<file path="config.mk">
export PLATFORM = sky130hd
export DESIGN_NAME = mips_core_flat
export DESIGN_NICKNAME = d
export VERILOG_FILES = /design/src/mips_pkg.sv /design/src/mips_regfile_if.sv /design/src/mips_core.sv /design/src/flat_wrapper.sv
export SDC_FILE = /design/constraint.sdc
export NUM_CORES = 1
export LEC_CHECK = 0
export ABC_AREA = 1
export BUFFER_PORTS_ARGS = -buffer_cell sky130_fd_sc_hd__buf_2
export CORE_ASPECT_RATIO = 1.1
export CORE_MARGIN = 2
export CORE_UTILIZATION = 46
export CTS_BUF_LIST = sky130_fd_sc_hd__clkbuf_8
export CTS_CLUSTER_DIAMETER = 100
export DETAILED_ROUTE_END_ITERATION = 7
export PLACE_DENSITY = 0.81
export SLEW_MARGIN = 0
export SYNTH_ARGS = -nofsm -noshare
export SYNTH_HDL_FRONTEND = slang
export SYNTH_SLANG_ARGS = --single-unit
export TNS_END_PERCENT = 20
</file>
<file path="constraint.sdc">
create_clock -name clk -period 2.92 [get_ports clk]
set_clock_uncertainty 0.1 [all_clocks]
set_input_delay 0.584 -clock clk [delete_from_list [all_inputs] [get_ports clk]]
set_output_delay 0.584 -clock clk [all_outputs]
set_load 0.01 [all_outputs]
</file>
<file path="src/mips_pkg.sv">
`default_nettype none

package mips_pkg;

    // opcode and function codes of the supported subset
    localparam logic [5:0] op_special = 6'h00;
    localparam logic [5:0] op_lw      = 6'h23;
    localparam logic [5:0] op_sw      = 6'h2b;
    localparam logic [5:0] op_addiu   = 6'h09;
    localparam logic [5:0] funct_jr   = 6'h08;

    // program ROM geometry
    localparam int unsigned rom_words     = 4096;
    localparam int unsigned rom_addr_bits = $clog2(rom_words);

    // reset PC, the word at address zero is where the final jr lands
    localparam logic [31:0] prog_start = 32'h0000_0004;

    // data layout used by the test program
    localparam logic [31:0] load_base  = 32'h0000_0400;
    localparam logic [31:0] store_base = 32'h0000_0480;
    localparam logic [31:0] imm_step   = 32'h0000_1111;

    // registers touched by the program
    localparam int first_reg = 2;
    localparam int last_reg  = 31;

    typedef struct packed {
        logic [5:0] opcode;
        logic [4:0] rs;
        logic [4:0] rt;
        logic [4:0] rd;
        logic [4:0] shamt;
        logic [5:0] funct;
    } r_type_t;

    typedef struct packed {
        logic [5:0]  opcode;
        logic [4:0]  rs;
        logic [4:0]  rt;
        logic [15:0] imm;
    } i_type_t;

    typedef struct packed {
        logic [5:0]  opcode;
        logic [25:0] target;
    } j_type_t;

    // one instruction word seen in its three encodings
    typedef union packed {
        r_type_t r;
        i_type_t i;
        j_type_t j;
    } instr_word_u;

    typedef enum logic [2:0] {
        fetch,
        execute,
        memory,
        writeback,
        halted
    } core_state_e;

endpackage

`default_nettype wire
</file>
<file path="src/mips_regfile_if.sv">
`timescale 1ns/10ps
`default_nettype none

interface mips_regfile_if;

    // two read ports, addressed by rs and rt
    logic [4:0]  rs_addr;
    logic [4:0]  rt_addr;
    logic [31:0] rs_data;
    logic [31:0] rt_data;

    // single write port
    logic        wr_en;
    logic [4:0]  wr_addr;
    logic [31:0] wr_data;

    modport core (
        output rs_addr, rt_addr,
        input  rs_data, rt_data,
        output wr_en, wr_addr, wr_data
    );

    modport regfile (
        input  rs_addr, rt_addr,
        output rs_data, rt_data,
        input  wr_en, wr_addr, wr_data
    );

endinterface

`default_nettype wire

</file>
<file path="src/mips_core.sv">
`timescale 1ns/10ps
`default_nettype none

module mips_core (
    input  wire logic                  clk,
    input  wire logic                  rst_n,
    output logic                       active,
    output logic [31:0]                instr_address,
    input  wire mips_pkg::instr_word_u instr_readdata,
    mips_regfile_if.core               rf,
    output logic                       data_valid,
    input  wire logic                  data_ready,
    output logic                       data_write,
    output logic [31:0]                data_address,
    output logic [31:0]                data_writedata,
    input  wire logic [31:0]           data_readdata
);

    import mips_pkg::*;

    core_state_e state;
    logic [31:0] pc;

    // payload registers
    instr_word_u instr_q;
    logic [31:0] addr_q;
    logic [31:0] load_q;

    // decode results
    logic is_lw;
    logic is_sw;
    logic is_addiu;
    logic is_jr;

    logic [31:0] sign_imm;
    logic [31:0] sum;

    always_comb begin
        is_lw    = 1'b0;
        is_sw    = 1'b0;
        is_addiu = 1'b0;
        is_jr    = 1'b0;
        case (instr_q.i.opcode)
            op_lw:      is_lw    = 1'b1;
            op_sw:      is_sw    = 1'b1;
            op_addiu:   is_addiu = 1'b1;
            op_special: is_jr    = (instr_q.r.funct == funct_jr);
            default:    ;
        endcase
    end

    // rs and rt sit in the same bits in every format
    assign rf.rs_addr = instr_q.i.rs;
    assign rf.rt_addr = instr_q.i.rt;

    // the only adder, shared by addiu and address generation
    assign sign_imm = {{16{instr_q.i.imm[15]}}, instr_q.i.imm};
    assign sum      = rf.rs_data + sign_imm;

    // register write port
    always_comb begin
        rf.wr_en   = 1'b0;
        rf.wr_addr = instr_q.i.rt;
        rf.wr_data = sum;
        if ((state == execute) && is_addiu) begin
            rf.wr_en = 1'b1;
        end else if (state == writeback) begin
            rf.wr_en   = 1'b1;
            rf.wr_data = load_q;
        end
    end

    always_ff @(posedge clk) begin
        if (!rst_n) begin
            state <= fetch;
            pc    <= prog_start;
        end else begin
            unique case (state)
                fetch: begin
                    state <= execute;
                end
                execute: begin
                    if (is_jr) begin
                        pc <= rf.rs_data;
                        // jumping to zero means the program is done
                        state <= (rf.rs_data == '0) ? halted : fetch;
                    end else begin
                        pc    <= pc + 32'd4;
                        state <= (is_lw || is_sw) ? memory : fetch;
                    end
                end
                memory: begin
                    // wait here for as long as the memory stalls
                    if (data_ready) begin
                        state <= is_lw ? writeback : fetch;
                    end
                end
                writeback: begin
                    state <= fetch;
                end
                halted: begin
                    state <= halted;
                end
            endcase
        end
    end

    // instruction latched on the fetch cycle
    always_ff @(posedge clk) begin
        if (state == fetch) begin
            instr_q <= instr_readdata;
        end
    end

    // effective address held through the whole request
    always_ff @(posedge clk) begin
        if (state == execute) begin
            addr_q <= sum;
        end
    end

    // read data is only valid on the transfer edge
    always_ff @(posedge clk) begin
        if ((state == memory) && data_ready) begin
            load_q <= data_readdata;
        end
    end

    assign active        = (state != halted);
    assign instr_address = pc;

    assign data_valid   = (state == memory);
    assign data_write   = is_sw;
    assign data_address = addr_q;
    // rt is not written while a request is pending, so this stays stable
    assign data_writedata = rf.rt_data;

endmodule

`default_nettype wire

</file>
<file path="src/flat_wrapper.sv">
// flat-port wrapper written by rule: the top's interface ports become plain ports
module mips_core_flat import mips_pkg::*;
  (clk, rst_n, active, instr_address, instr_readdata, data_valid, data_ready, data_write, data_address, data_writedata, data_readdata, rf_rs_addr, rf_rt_addr, rf_rs_data, rf_rt_data, rf_wr_en, rf_wr_addr, rf_wr_data);
  mips_regfile_if rf_i ();
  input  wire logic clk;
  input  wire logic rst_n;
  output logic active;
  output logic [31:0] instr_address;
  input  wire mips_pkg::instr_word_u instr_readdata;
  output logic data_valid;
  input  wire logic data_ready;
  output logic data_write;
  output logic [31:0] data_address;
  output logic [31:0] data_writedata;
  input  wire logic [31:0] data_readdata;
  output wire logic [$bits(rf_i.rs_addr)-1:0] rf_rs_addr;
  output wire logic [$bits(rf_i.rt_addr)-1:0] rf_rt_addr;
  input wire logic [$bits(rf_i.rs_data)-1:0] rf_rs_data;
  input wire logic [$bits(rf_i.rt_data)-1:0] rf_rt_data;
  output wire logic [$bits(rf_i.wr_en)-1:0] rf_wr_en;
  output wire logic [$bits(rf_i.wr_addr)-1:0] rf_wr_addr;
  output wire logic [$bits(rf_i.wr_data)-1:0] rf_wr_data;
  assign rf_rs_addr = rf_i.rs_addr;
  assign rf_rt_addr = rf_i.rt_addr;
  assign rf_i.rs_data = rf_rs_data;
  assign rf_i.rt_data = rf_rt_data;
  assign rf_wr_en = rf_i.wr_en;
  assign rf_wr_addr = rf_i.wr_addr;
  assign rf_wr_data = rf_i.wr_data;
  mips_core u_core (.clk(clk), .rst_n(rst_n), .active(active), .instr_address(instr_address), .instr_readdata(instr_readdata), .rf(rf_i), .data_valid(data_valid), .data_ready(data_ready), .data_write(data_write), .data_address(data_address), .data_writedata(data_writedata), .data_readdata(data_readdata));
endmodule
</file>
==> key figures <==
Yosys
  – Syn avg cell area: approximately 7.3 sq um
  – Mapped Cells: about 1200
  – Synth Cell Area: roughly 8700 sq um
  – Async S/R FF share, synth: 0
  – Netlist cell types: 44
  – Synth warn: 0
  – Top post-synthesis cells by area: edfxtp_1, nand2_1, dfxtp_1
  – Main synth FF type: edfxtp_1
  – Post-synth top area share: 0.3307
  – Synth area leader: edfxtp_1
  – Syn Nets: roughly 1400
  – Seq/Total Area, Yosys: 0.4111
  – Synthesis-stage register bit count: roughly 130
  – EDFF count, synth: 96

Clocking
  – Cts bufs inserted: 17
  – Clk_lat worst skew: 470 ps
  – Clock-pin slew on the worst setup and hold paths: roughly 100 ps
  – H-tree Lvls: 4
  – CTS Root Cell: clkbuf_8
  – Clock Path Buffers: 2
  – CTS tree: built
  – Clock Sinks: 131

Floorplanning
  – CORE AREA: 18480 sq um
  – I/O pin total: about 280
  – FP Rows: 52
  – Initial Util: 0.4718
  – Area of the die: around 20000 sq um
  – Die W: 135.3 um
  – Die Y: about 150 um

Pwr
  – Seq pwr share: 0.408
  – Leak pwr: between 5 and 6 nW
  – Pint: 0.003485 W
  – Clock share of power: 0.304
  – Peak VDD IR: 0.0004538 V
  – Power Density: slightly below 500 nW/um^2
  – P_sw: 0.001861 W
  – PnR Total Power: about 0.0053 W
  – Comb pwr share: 0.288
  – Switching share of total power: 0.3481

Layout
  – Post-layout util: 0.5994
  – Fin cells: roughly 1700
  – Layout area overhead: 27.06%
  – Layout cells sized above 1: 0.2985
  – Final nets: between 1500 and 2000

Timing
  – Slew Viols, Final: 0
  – Worst slew margin: 0.6124
  – Final setup margin: -292.7 ps
  – Fin crit share: 1.100
  – Unrepaired setup endpoints after global routing: true
  – # setup viols final: 24
  – Final hold slack: about 190 ps
  – Final hold viol count: 0
  – Final min period: 3213 ps
  – Max Clk Rate: 311.3 MHz
  – Worst Max-Slew Pin Slew: between 500 and 600 ps

Place
  – Dpl cells: ~1600
  – Pre-CTS WS: -174.1 ps
  – Gp weighted congestion: a little over 0.9
  – I/O Buffers: approximately 210
  – Post-DP HPWL: about 20000 um

Setup path
  – Worst path top cell family by delay: simple AND/OR/NAND/NOR gates
  – Crit. End Element: output pin
  – Crit-path cells: buf_12 > ha_4 > nand2_2 > inv_1 > nand2_1 > nand2_1 > a21oi_1 > nand2_2 > xor2_2 > nand2_1 > nand2_1 > buf_2
  – Worst path depth: 12
  – Required time of the critical path: ~2200 ps
  – Reg-to-reg slack, setup: between 600 and 700 ps
  – Setup crit start: u_core.instr_q[15]$_DFFE_PN_
  – Crit Path Category: reg -> out
  – Worst reg2reg path startpoint: u_core.instr_q[15]$_DFFE_PN_
  – Critical path peak fanout: 17
  – Crit path buf inv count: 3
  – Worst flop-to-flop path endpoint: u_core.data_address[24]$_DFFE_PP_
  – CP max stage delay: between 400 and 500 ps
  – Setup crit end: rf_wr_data[16]
  – Crit start category: flop
  – CP arrival: about 2500 ps
  – R2R depth: 11
  – CP most frequent cell: nand2_1
  – Critical path's slowest cell: edfxtp_1

Routing
  – 1st-iter DRT viols: a little under 700
  – Vias: approximately 8500
  – Routed Antenna Nets: 0
  – Drt pass-1 iters: 5
  – Residual DRC: 0
  – WL/cell: ~16 um
  – Vias per inst: approximately 5.1
  – Routed wire length: between 20000 and 30000 um

Global routing
  – Initial antenna violation count: 1
  – Pin count of the biggest net entering global routing: 33
  – Grt total ovfl: 0
  – Vias in the first global route: 8157
  – Tot GR Track Use: 0.2577
  – First-pass GRT wire length: roughly 40000 um

Status
  – Failing checks: negative setup slack
  – Status: complete, but fails checks

Run
  – Max Cap Viol: 0

Worst hold path
  – Hold Path Class: in -> reg
==> flip-flops by register name, indices dropped and copies added (netlist names) <==
register              flops
u_core.data_address      32
u_core.instr_address     32
u_core.instr_q           32
u_core.load_q            32
u_core.state              3
==> cells in the mapped netlist, types with 3 or more instances <==
cell / n
nor2_4: 5
xnor2_1: 4
ha_1: 32
buf_4: 47
edfxtp_1: 96
o211ai_1: 4
buf_2: 8
dfxtp_1: 35
a31oi_1: 3
clkbuf_1: 6
nor4_1: 6
nand4_1: 5
nand2_1: 435
o21ai_0: 17
nor2_1: 117
nand3b_1: 15
buf_6: 3
nor2_2: 4
a211oi_1: 5
inv_1: 161
a21oi_1: 40
nand2_2: 7
nand3_2: 3
nand3_1: 63
nor3_1: 12
and2_1: 16
xor2_1: 18
==> worst min path at each step <==
stage | cells after the start | to | startpoint
6_report | 1 | u_core.instr_q[28]$_DFFE_PN_ | instr_readdata[28]
5_1_grt | 1 | u_core.instr_q[17]$_DFFE_PN_ | instr_readdata[17]
4_1_cts | 1 | u_core.instr_q[28]$_DFFE_PN_ | instr_readdata[28]
3_5_place_dp | 2 | u_core.instr_address[31]$_SDFFE_PN0P_ | u_core.instr_address[31]$_SDFFE_PN0P_
3_3_place_gp | 2 | u_core.instr_address[31]$_SDFFE_PN0P_ | u_core.instr_address[31]$_SDFFE_PN0P_
2_1_floorplan | 2 | u_core.instr_address[31]$_SDFFE_PN0P_ | u_core.instr_address[31]$_SDFFE_PN0P_
==> final cells by class <==
cell class | count | area (sq um)
Antenna cell | 1 | 2.502
Clock buffer | 17 | 234.0
Timing Repair Buffer | 259 | 1436
Multi-Input combinational cell | 831 | 4711
Sequential cell | 131 | 3583
Fill cell | 1655 | 7402
Tap cell | 243 | 304.0
Inverter | 164 | 623.1
Clock inverter | 15 | 181.4
==> power groups by stage <==
stage / Clock [W] / Combinational [W] / Sequential [W]
global placement: 0 / 0.00127 / 0.00221
global route: 0.00173 / 0.00168 / 0.00219
finish: 0.00163 / 0.00154 / 0.00218
floorplan: 0 / 0.000787 / 0.00225
detailed placement: 0 / 0.00129 / 0.00222
CTS: 0.00165 / 0.00142 / 0.00218
==> worst register-to-register path: stages (launching register included) <==
cell	delay, ps
edfxtp_1	430
buf_12	200
ha_4	270
nand2_2	140
inv_1	50
nand2_1	80
nand2_1	110
a21oi_1	170
nand2_2	130
nand2_2	90
nand3_1	70
and2_1	160
==> kinds of logic after synthesis <==
kind of cell | synth area share
AOI/OAI and AO/OA | 0.05067
xor gates and xnor gates | 0.02210
adders and majority gates | 0.04823
buffers and inverters | 0.1247
DFF | 0.4111
and+or+nand+nor | 0.3432
==> repair_timing <==
item,CTS,global route
endpoints found under the hold margin,0,0
setup buffers,4,3
setup endpoints to repair,29,29
pin swaps,4,6
gates resized for setup,70,46
hold buffers,0,0
==> routing by layer <==
metal  GRT usage  vias to the layer above  share of wire
li1            -                     4146              -
met1      0.3228                     3893           0.41
met2      0.4236                      355           0.47
met3     0.05896                       82          0.076
met4      0.1198                        0          0.036
met5           0                        -              0
==> stage by stage <==
step,TNS (ps),cell area (sq um)
after floorplan,0,8717
after global placement,-1220,9941
after detailed placement,-1645,9941
after CTS,-3390,10810
after global routing,-7012,11080
final,-3433,11080
==> layout by cell type (no fill, tap or decap), types with 16 or more instances in the layout <==
master / count
nand2_1: 409
buf_2: 213
inv_1: 161
nor2_1: 99
edfxtp_1: 96
nand3_1: 58
buf_4: 44
dfxtp_1: 35
nand2_2: 29
a21oi_1: 29
ha_4: 26
o21ai_0: 17
nor2_2: 17
clkbuf_8: 17
and2_1: 16
(Power assumes the default switching activity.)
